## src/logic/rv32Pkg.sv

```systemverilog
`default_nettype none

package rv32Pkg;

    localparam int xlen = 32;
    localparam int robTagW = 4; // 16 tags in flight.

    typedef logic [4:0] regName_t;
    typedef logic [robTagW-1:0] robTag_t;

    localparam logic [6:0] opcLui = 7'b0110111;
    localparam logic [6:0] opcAuipc = 7'b0010111;
    localparam logic [6:0] opcJal = 7'b1101111;
    localparam logic [6:0] opcJalr = 7'b1100111;
    localparam logic [6:0] opcBranch = 7'b1100011;
    localparam logic [6:0] opcLoad = 7'b0000011;
    localparam logic [6:0] opcStore = 7'b0100011;
    localparam logic [6:0] opcOpImm = 7'b0010011;
    localparam logic [6:0] opcOp = 7'b0110011;

    typedef enum logic [5:0] {
        opNop, opLui, opAuipc, opJal, opJalr,
        opBeq, opBne, opBlt, opBge, opBltu, opBgeu,
        opLb, opLh, opLw, opLbu, opLhu,
        opSb, opSh, opSw,
        opAddi, opSlti, opSltiu, opXori, opOri, opAndi, opSlli, opSrli, opSrai,
        opAdd, opSub, opSll, opSlt, opSltu, opXor, opSrl, opSra, opOr, opAnd
    } op_t;

    typedef struct packed {
        logic [6:0] funct7;
        regName_t rs2;
        regName_t rs1;
        logic [2:0] funct3;
        regName_t rd;
        logic [6:0] opcode;
    } rType_t;

    typedef struct packed {
        logic [11:0] imm11to0;
        regName_t rs1;
        logic [2:0] funct3;
        regName_t rd;
        logic [6:0] opcode;
    } iType_t;

    typedef struct packed {
        logic [6:0] immHi;
        regName_t rs2;
        regName_t rs1;
        logic [2:0] funct3;
        logic [4:0] immLo;
        logic [6:0] opcode;
    } sType_t;

    typedef struct packed {
        logic imm12;
        logic [5:0] imm10to5;
        regName_t rs2;
        regName_t rs1;
        logic [2:0] funct3;
        logic [3:0] imm4to1;
        logic imm11;
        logic [6:0] opcode;
    } bType_t;

    typedef struct packed {
        logic [19:0] imm31to12;
        regName_t rd;
        logic [6:0] opcode;
    } uType_t;

    typedef struct packed {
        logic imm20;
        logic [9:0] imm10to1;
        logic imm11;
        logic [7:0] imm19to12;
        regName_t rd;
        logic [6:0] opcode;
    } jType_t;

    typedef union packed {
        rType_t rType;
        iType_t iType;
        sType_t sType;
        bType_t bType;
        uType_t uType;
        jType_t jType;
    } instWord_u;

    typedef struct packed {
        logic valid;
        op_t op;
        regName_t rs1;
        regName_t rs2;
        regName_t rd;
        logic usesRs1;
        logic usesRs2;
        logic writesRd;
        logic [xlen-1:0] imm;
        logic [xlen-1:0] pc;
        logic predTaken;
    } decoded_t;

    typedef struct packed {
        logic ready;
        robTag_t tag; // names the producer and reads zero when ready.
        logic [xlen-1:0] value;
    } operand_t;

    typedef struct packed {
        logic valid;
        op_t op;
        operand_t src1;
        operand_t src2;
        regName_t rd;
        logic writesRd;
        robTag_t robTag;
        logic [xlen-1:0] imm;
        logic [xlen-1:0] pc;
        logic predTaken;
    } dispatch_t;

endpackage

`default_nettype wire
```

## src/logic/frontEnd.sv

```systemverilog
`default_nettype none

module frontEnd (
    input wire logic clk,
    input wire logic rst,
    input wire logic rdy,
    input wire logic fetchEn,
    input wire rv32Pkg::instWord_u fetchInst,
    input wire logic [rv32Pkg::xlen-1:0] fetchPc,
    input wire logic fetchPredTaken,
    input wire logic commitEn,
    input wire rv32Pkg::robTag_t commitTag,
    input wire rv32Pkg::regName_t commitRd,
    input wire logic [rv32Pkg::xlen-1:0] commitValue,
    output rv32Pkg::dispatch_t dispatch
);
    import rv32Pkg::*;

    decoded_t decoded;

    instDecoder decodeStage (
        .clk(clk),
        .rst(rst),
        .rdy(rdy),
        .fetchEn(fetchEn),
        .fetchInst(fetchInst),
        .fetchPc(fetchPc),
        .fetchPredTaken(fetchPredTaken),
        .decoded(decoded)
    );

    // commit bypasses decode and goes straight to rename.
    operandRename renameStage (
        .clk(clk),
        .rst(rst),
        .rdy(rdy),
        .decoded(decoded),
        .commitEn(commitEn),
        .commitTag(commitTag),
        .commitRd(commitRd),
        .commitValue(commitValue),
        .dispatch(dispatch)
    );

endmodule

`default_nettype wire

```

## src/logic/instDecoder.sv

```systemverilog
`default_nettype none

module instDecoder (
    input wire logic clk,
    input wire logic rst,
    input wire logic rdy,
    input wire logic fetchEn,
    input wire rv32Pkg::instWord_u fetchInst,
    input wire logic [rv32Pkg::xlen-1:0] fetchPc,
    input wire logic fetchPredTaken,
    output rv32Pkg::decoded_t decoded
);
    import rv32Pkg::*;

    logic [3:0] funct;
    logic [xlen-1:0] uImm;
    logic [xlen-1:0] jImm;
    logic [xlen-1:0] bImm;
    logic [xlen-1:0] iImm;
    logic [xlen-1:0] sImm;
    op_t op;
    logic [xlen-1:0] imm;
    logic usesRs1;
    logic usesRs2;
    logic writesRd;
    decoded_t nextDec;

    assign funct = {fetchInst.rType.funct7[5], fetchInst.rType.funct3}; // bit 30 splits sub/sra.

    // same word seen through each format.
    assign uImm = {fetchInst.uType.imm31to12, 12'b0};
    assign jImm = {{12{fetchInst.jType.imm20}}, fetchInst.jType.imm19to12,
                   fetchInst.jType.imm11, fetchInst.jType.imm10to1, 1'b0};
    assign bImm = {{20{fetchInst.bType.imm12}}, fetchInst.bType.imm11,
                   fetchInst.bType.imm10to5, fetchInst.bType.imm4to1, 1'b0};
    assign iImm = {{20{fetchInst.iType.imm11to0[11]}}, fetchInst.iType.imm11to0};
    assign sImm = {{20{fetchInst.sType.immHi[6]}}, fetchInst.sType.immHi, fetchInst.sType.immLo};

    always_comb begin
        op = opNop;
        imm = '0;
        usesRs1 = 1'b0;
        usesRs2 = 1'b0;
        writesRd = 1'b0;
        case (fetchInst.rType.opcode)
            opcLui: begin
                op = opLui;
                imm = uImm;
                writesRd = 1'b1;
            end
            opcAuipc: begin
                op = opAuipc;
                imm = uImm;
                writesRd = 1'b1;
            end
            opcJal: begin
                op = opJal;
                imm = jImm;
                writesRd = 1'b1;
            end
            opcJalr: begin
                op = opJalr;
                imm = iImm;
                usesRs1 = 1'b1;
                writesRd = 1'b1;
            end
            opcBranch: begin
                imm = bImm;
                usesRs1 = 1'b1;
                usesRs2 = 1'b1;
                case (fetchInst.bType.funct3)
                    3'b000: op = opBeq;
                    3'b001: op = opBne;
                    3'b100: op = opBlt;
                    3'b101: op = opBge;
                    3'b110: op = opBltu;
                    3'b111: op = opBgeu;
                    default: op = opNop;
                endcase
            end
            opcLoad: begin
                imm = iImm;
                usesRs1 = 1'b1;
                writesRd = 1'b1;
                case (fetchInst.iType.funct3)
                    3'b000: op = opLb;
                    3'b001: op = opLh;
                    3'b010: op = opLw;
                    3'b100: op = opLbu;
                    3'b101: op = opLhu;
                    default: op = opNop;
                endcase
            end
            opcStore: begin
                imm = sImm;
                usesRs1 = 1'b1;
                usesRs2 = 1'b1;
                case (fetchInst.sType.funct3)
                    3'b000: op = opSb;
                    3'b001: op = opSh;
                    3'b010: op = opSw;
                    default: op = opNop;
                endcase
            end
            opcOpImm: begin
                imm = iImm;
                usesRs1 = 1'b1;
                writesRd = 1'b1;
                case (funct)
                    4'b0000, 4'b1000: op = opAddi;
                    4'b0010, 4'b1010: op = opSlti;
                    4'b0011, 4'b1011: op = opSltiu;
                    4'b0100, 4'b1100: op = opXori;
                    4'b0110, 4'b1110: op = opOri;
                    4'b0111, 4'b1111: op = opAndi;
                    4'b0001: op = opSlli;
                    4'b0101: op = opSrli;
                    4'b1101: op = opSrai;
                    default: op = opNop; // slli with bit 30 set.
                endcase
            end
            opcOp: begin
                usesRs1 = 1'b1;
                usesRs2 = 1'b1;
                writesRd = 1'b1;
                case (funct)
                    4'b0000: op = opAdd;
                    4'b1000: op = opSub;
                    4'b0001: op = opSll;
                    4'b0010: op = opSlt;
                    4'b0011: op = opSltu;
                    4'b0100: op = opXor;
                    4'b0101: op = opSrl;
                    4'b1101: op = opSra;
                    4'b0110: op = opOr;
                    4'b0111: op = opAnd;
                    default: op = opNop;
                endcase
            end
            default: op = opNop;
        endcase
        // a nop reads and writes nothing, whatever its format.
        if (op == opNop) begin
            usesRs1 = 1'b0;
            usesRs2 = 1'b0;
            writesRd = 1'b0;
        end
        if (fetchInst.rType.rd == 5'd0) begin
            writesRd = 1'b0;
        end
    end

    always_comb begin
        nextDec.valid = fetchEn;
        nextDec.op = op;
        nextDec.rs1 = fetchInst.rType.rs1;
        nextDec.rs2 = fetchInst.rType.rs2;
        nextDec.rd = fetchInst.rType.rd;
        nextDec.usesRs1 = usesRs1;
        nextDec.usesRs2 = usesRs2;
        nextDec.writesRd = writesRd;
        nextDec.imm = imm;
        nextDec.pc = fetchPc;
        nextDec.predTaken = fetchPredTaken;
    end

    always_ff @(posedge clk) begin
        if (rst) begin
            decoded.valid <= 1'b0;
        end else if (rdy) begin
            decoded <= nextDec; // holds while stalled.
        end
    end

endmodule

`default_nettype wire

```

## src/logic/operandRename.sv

```systemverilog
`default_nettype none

module operandRename (
    input wire logic clk,
    input wire logic rst,
    input wire logic rdy,
    input wire rv32Pkg::decoded_t decoded,
    input wire logic commitEn,
    input wire rv32Pkg::robTag_t commitTag,
    input wire rv32Pkg::regName_t commitRd,
    input wire logic [rv32Pkg::xlen-1:0] commitValue,
    output rv32Pkg::dispatch_t dispatch
);
    import rv32Pkg::*;

    logic [xlen-1:0] regFile [32];
    logic [31:0] busy;
    robTag_t tagTable [32];
    robTag_t tagCounter;
    dispatch_t nextDispatch;

    // busy entry waiting on a tag that is not committing now gives the tag.
    function automatic operand_t readOperand(input logic used, input regName_t name);
        operand_t o;
        logic tagHit;
        o = '0;
        o.ready = 1'b1;
        tagHit = commitEn && (tagTable[name] == commitTag);
        if (used && name != 5'd0) begin
            if (busy[name] && !tagHit) begin
                o.ready = 1'b0;
                o.tag = tagTable[name];
            end else if ((busy[name] && tagHit) || (commitEn && commitRd == name)) begin
                o.value = commitValue; // bypass of this cycle's commit.
            end else begin
                o.value = regFile[name];
            end
        end
        return o;
    endfunction

    // wakes a held operand when its producer commits.
    function automatic operand_t wakeOperand(input operand_t o);
        operand_t w;
        w = o;
        if (!o.ready && o.tag == commitTag) begin
            w.ready = 1'b1;
            w.tag = '0;
            w.value = commitValue;
        end
        return w;
    endfunction

    always_comb begin
        nextDispatch.valid = decoded.valid;
        nextDispatch.op = decoded.op;
        nextDispatch.src1 = readOperand(decoded.usesRs1, decoded.rs1);
        nextDispatch.src2 = readOperand(decoded.usesRs2, decoded.rs2);
        nextDispatch.rd = decoded.rd;
        nextDispatch.writesRd = decoded.writesRd;
        nextDispatch.robTag = tagCounter;
        nextDispatch.imm = decoded.imm;
        nextDispatch.pc = decoded.pc;
        nextDispatch.predTaken = decoded.predTaken;
    end

    always_ff @(posedge clk) begin
        if (rst) begin
            for (int i = 0; i < 32; i++) begin
                regFile[i] <= '0;
            end
        end else if (commitEn && commitRd != 5'd0) begin
            regFile[commitRd] <= commitValue;
        end
    end

    always_ff @(posedge clk) begin
        if (rst) begin
            busy <= '0;
            tagCounter <= '0;
        end else begin
            if (commitEn && busy[commitRd] && tagTable[commitRd] == commitTag) begin
                busy[commitRd] <= 1'b0; // stale tags leave the newer mark.
            end
            if (rdy && decoded.valid) begin
                tagCounter <= tagCounter + 1'b1; // wraps at 16.
                if (decoded.writesRd) begin
                    busy[decoded.rd] <= 1'b1; // later assignment beats the clear.
                    tagTable[decoded.rd] <= tagCounter;
                end
            end
        end
    end

    always_ff @(posedge clk) begin
        if (rst) begin
            dispatch.valid <= 1'b0;
        end else if (rdy) begin
            dispatch <= nextDispatch;
        end else if (commitEn) begin
            dispatch.src1 <= wakeOperand(dispatch.src1);
            dispatch.src2 <= wakeOperand(dispatch.src2);
        end
    end

endmodule

`default_nettype wire

```

## config.mk

```make
export PLATFORM = sky130hd
export DESIGN_NAME = frontEnd
export DESIGN_NICKNAME = d
export VERILOG_FILES = /design/src/logic/rv32Pkg.sv /design/src/logic/frontEnd.sv /design/src/logic/instDecoder.sv /design/src/logic/operandRename.sv
export SDC_FILE = /design/constraint.sdc
export NUM_CORES = 2
export LEC_CHECK = 0
export BUFFER_PORTS_ARGS = -buffer_cell sky130_fd_sc_hd__buf_2
export CORE_MARGIN = 2
export CORE_UTILIZATION = 55
export CTS_CLUSTER_SIZE = 25
export DETAILED_ROUTE_END_ITERATION = 10
export GPL_TIMING_DRIVEN = 0
export HOLD_SLACK_MARGIN = 0.15
export PLACE_DENSITY = 0.8
export SLEW_MARGIN = 20
export SYNTH_ARGS = -nofsm -noshare
export SYNTH_HDL_FRONTEND = slang
export SYNTH_SLANG_ARGS = --single-unit
```

## constraint.sdc

```tcl
create_clock -name clk -period 16.9 [get_ports clk]
set_clock_uncertainty 0.05 [all_clocks]
set_input_delay 0.845 -clock clk [delete_from_list [all_inputs] [get_ports clk]]
set_output_delay 0.845 -clock clk [all_outputs]
set_load 0.05 [all_outputs]
```

# --- Word-level counts from Yosys, hierarchy flattened ---
# Memory sizes are Yosys's and may differ from the RTL's. A register that Yosys moved wholly into a read port is not among the register bits.
# Index checks and enable logic that the tools add are counted.
op_classes:
  add_sub_neg: 1
  n_lt_le_gt_ge: 6
  n_eq_ne: 22
  muxes: 50
  bitwise: 4
  n_reduce_logical: 43
op_table:
  columns: ["op", "n"]
  rows:
  - ["32-bit two-way mux", 9]
  - ["32-bit one-hot mux with 5 select lines", 1]
  - ["37-bit two-way mux", 4]
  - ["74-bit two-way mux", 2]
  - ["6-bit one-hot mux with 9 select lines", 1]
  - ["5-bit two-way mux", 7]
  - ["32-bit bitwise AND", 1]
  - ["32-bit inverter", 1]
  - ["32-bit OR", 1]
  - ["32-bit OR reduction", 1]
  - ["5-bit by 6-bit < comparator with 1-bit output, second input constant", 4]
  - ["4-bit one-hot mux with 6 select lines", 1]
  - ["7-bit by 6-bit == test with 1-bit output, second input constant", 3]
  - ["7-bit == test, second input constant", 3]
  - ["4-bit == test", 5]
  - ["4-bit one-hot mux with 5 select lines", 1]
  - ["1-bit logical AND", 18]
  - ["1-bit two-way mux", 18]
  - ["1-bit binary-select mux with 5-bit select", 3]
  - ["5-bit one-hot mux with 3 select lines", 1]
  - ["5-bit nonzero test", 3]
  - ["7-bit by 5-bit == test with 1-bit output, second input constant", 2]
  - ["3-bit == test, second input constant", 4]
  - ["1-bit demux with 5-bit select", 2]
  - ["19 further kinds", 30]
totals:
  regBits: 282
  ram_bits: 1152
  romBits: 176
  input_bits: 111
  out_inout_bits: 156
  wordCells: 157
  mem_count: 4
mem_list:
  columns: ["memory", "depth", "width", "read_ports", "rd_clocked_by_memory_dff", "write_ports", "line_no", "source"]
  rows:
  - ["renameStage.regFile", 32, 32, 2, 2, 32, "operandRename.sv:16", "logic [xlen-1:0] regFile [32];"]
  - ["renameStage.tagTable", 32, 4, 3, 2, 1, "operandRename.sv:18", "robTag_t tagTable [32];"]
  - ["(no name shown)", 16, 6, 1, 0, 0, "instDecoder.sv:126", "case (funct)"]
  - ["(no name shown)", 16, 5, 1, 0, 0, "instDecoder.sv:109", "case (funct)"]

# --- Logic depth before layout (Yosys ltp) ---
logic_depth:
  depth_word: 11
  depth_mapped: 11
  mapped_depth_nobuf: 9

# --- By module ---
# From an unflattened synthesis, not the netlist that was laid out.
hier_totals:
  hier_cells: 4718
  area_unflattened_um2: 72219.3
modules_own_cells:
  columns: ["mod", "instances", "cells_per_inst", "area_per_inst_um2", "seq_area_each_um2"]
  rows:
  - ["operandRename", 1, 4458, 68414.4, 39988.4]
  - ["instDecoder", 1, 260, 3804.9, 2692.6]

# --- Least setup slack after synthesis ---
# Ideal clock, no wire load.
synth_path:
  path_kind: "input to register"
  start: "input rdy"
  end: "register renameStage.dispatch[100] (netlist name)"
  setup_time_ps: 396
  arrival_ps: 7388
  required_ps: 16454
  slack_ps: 9066
  cell_stages: 4
  path_buffers: 2
  cell_sequence: "clkbuf_1 nor2b_1 clkbuf_1 a41o_1"
synth_between:
  elab_chain_len: 2
  elab_cells_between_ends: 3
  classes_between: "reduce/logical (3)"
synth_lines:
  columns: ["item", "line_no", "source"]
  rows:
  - ["start, declared", "frontEnd.sv:6", "input wire logic rdy,"]
  - ["2-bit nonzero test (no source line)", null, null]
  - ["3-bit AND reduction (no source line) *", null, null]
# Mark *: on every way between the ends. The rest lies on a longest branch, timed or not.
# A chain may end at the register's enable or synchronous reset.

==> results.md <==
* Full die area at 0.139 sq mm
* Row cnt at between 100 and 150
* Unrepaired setup endpoints after global routing: false
* Dpl hpwl at between 150,000 and 200,000 um
* Static Leak at 28.1 nW
* Largest net degree at the start of global routing at 60
* Critical path, cell by cell: clkbuf_1, clkbuf_2, buf_2, mux4_2, a22oi_1, nand2_1, mux2i_1, nand4_4, o311ai_1
* H-tree depth at 4
* Tcrit/Tclk final at 0.325
* Post-CTS setup buffer count at 0
* Net Switching at 0.00242 W
* Setup Crit Path Kind: flip-flop to flip-flop
* Initial antenna violation count at 22
* RD Place Congestion at 1.01
* Cell area after synthesis at 0.0749 sq mm
* Design Power at ~0.009 W
* Vias after detailed routing at 51,700
* Ys flop type: edfxtp_1
* Worst-skew pair later-pin latency at 0.84 ns
* Antenna-violating nets left at 0
* Clk slew on worst S/H paths at 0.06 ns
* Max VDD drop at 0.106 mV
* Switching part of the total at 0.269
* Register share of total power at 0.468
* Die H at 373 um
* Comb power frac at 0.151
* Die width at 373 um
* Nets@finish at 5,214
* Achievable frequency at between 0.15 and 0.2 GHz
* Total grt overflow at 0
* CP top delay family: buffers and inverters
* Share of layout cells above drive strength 1 at 0.277
* Root Driver: clkbuf_16
* CTS tree: built
* Post-CTS Resized at 0
* Worst Tran Pin Value at 1.37 ns
* Syn Inst Count at between 4,000 and 5,000
* Number of max-cap violations at 0
* WHS at 0.182 ns
* Setup tns final at 0 ns
* Clock Power Share at 0.382
* Synth async-reset ratio at 0
* Max Transition Viols Final at 0
* Required time worst endpoint at 17.29 ns
* DRC violations left at 0
* Initial Utilization at 0.553
* Total of fill cells in the finished design at between 9,000 and 10,000
* Vias in the first global route at 50,600
* Synth-to-Final Area Change at 12.3%
* Ys Warns at 0
* Routed WL at ~260,000 um
* Sinks on Clock Net at 1,444
* Crit path buffers/inverters at 3
* Routed len/inst at 37.5 um
* IO Port Bufs at 222
* Endpoint type of the worst setup path: flip-flop
* I/O pin cnt at 267
* 1st-iter DRT viols at 10,100
* CP max stage delay at 1.21 ns
* Final Hold Fails at 0
* Yosys cell types at 64
* EDFF count, synth at 1,396
* First-pass GRT wire length at roughly 370,000 um
* DR pass1 iterations at 9
* Hold Crit Class: primary input to flip-flop
* Max FO, Critical Path at 11
* Critical path arrival at 5.89 ns
* Post-route minimum period at 5.50 ns
* Std-Cell Core Area at between 0.1 and 0.15 sq mm
* GRT Total Usage at 0.377
* Mapped Avg Cell Area at 16.1 sq um
* Internal power at 0.00656 W
* Total CTS buffers at 153
* Status: complete, no violations
* Slew HR at 0.0839
* Number of vias per cell at roughly 7.4
* Power per cell area at about 110 mW/mm^2
* Final setup vio count at 0
* Sequential cell area fraction in the yosys report at 0.573
* Clock buffer depth at 3
* Critical-path top delay cell: o311ai_1
* Yosys reg bits at around 1,400
* CP Launch Type: flip-flop
==> Yosys cell counts, drive strengths merged, types with 48 or more instances <==
master,number,area share
a41oi,64,0.0075
and2,996,0.083
buf,129,0.0088
clkbuf,380,0.019
dfxtp,48,0.013
edfxtp,1396,0.56
mux2,74,0.011
mux2i,49,0.0069
mux4,761,0.23
nand2,161,0.0081
nor2,83,0.0042
o311ai,66,0.0085
==> cells in the final DEF (no fill, tap or decap), drive strengths merged, types with 45 or more instances in the layout <==
cell	instances
clkinv	60
mux2	74
and2	996
o311ai	66
edfxtp	1396
mux4	761
inv	45
a41oi	64
dfxtp	48
nor2	83
nor2b	45
mux2i	49
clkbuf	585
nand2	161
buf	348
==> final timing paths <==
check / start / slack (ns) / end / cells after the start
max: flip-flop / 11.40 / renameStage.dispatch[114]$_DFFE_PP_ / 9
min: fetchInst[11] / 0.18 / decodeStage.decoded[72]$_DFFE_PP_ / 1
max reg2reg: flip-flop / 11.40 / renameStage.dispatch[114]$_DFFE_PP_ / 9
min reg2reg: decodeStage.decoded[27]$_DFFE_PP_ / 0.36 / renameStage.dispatch[27]$_DFFE_PP_ / 0
==> metal layers <==
layer,vias up,GRT usage,routed length [um]
met1,25600,0.469,83900
met2,5576,0.542,113000
li1,19200,-,-
met4,10,0.249,21200
met5,-,0.00140,66
met3,1266,0.154,44600
==> flip-flops by register name, indices dropped and copies added, names as in the netlist, named ones only <==
signal	flops
decodeStage.decoded	90
renameStage.busy	32
renameStage.dispatch	156
renameStage.regFile	1024
renameStage.tagCounter	4
renameStage.tagTable	128
==> final cells by class <==
class	count	area, sq um	area share
Sequential cell	1444	42900	0.510
Timing Repair Buffer	266	1610	0.0192
Buffer	512	2200	0.0261
Multi-Input combinational cell	2679	29900	0.356
Antenna cell	21	52.6	0.000625
Inverter	40	150	0.00179
Tap cell	1781	2230	0.0265
Clock inverter	84	975	0.0116
Clock buffer	192	4010	0.0477
==> kinds of logic after synthesis <==
group / count (synthesis) / share of synthesized area
fa+ha+maj: 7 / 0.00117
flops: 1444 / 0.573
compound gates: 261 / 0.0290
simple gates: 1465 / 0.115
other cells: 1 / 0.0000501
mux: 884 / 0.248
buf+inv: 552 / 0.0303
xor+xnor: 30 / 0.00371
==> through the flow <==
stage                     std cells  setup slack (ns)   util  cell area [sq um]
after global routing           7004             11.66  0.621              84000
after global placement         6678              5.30  0.579              78300
final                          7019             11.40  0.621              84000
after CTS                      6998             11.88  0.621              84000
after floorplan                4675              9.07      -              75000
after detailed placement       6688             11.58  0.581              78600
==> timing repair <==
action	4_1_cts	5_1_grt
hold buffers	34	0
hold endpoints to repair	34	0
setup endpoints to repair	0	0
==> power by group through the flow <==
stage	sequential, W	clock (W)	combinational [W]
final	0.00420	0.00342	0.00135
after global routing	0.00421	0.00351	0.00136
after CTS	0.00419	0.00338	0.00130
after detailed placement	0.00426	0	0.00129
after global placement	0.00425	0	0.00126
after floorplan	0.00429	0	0.000786
No activity file was read; power rests on OpenSTA's default activity.
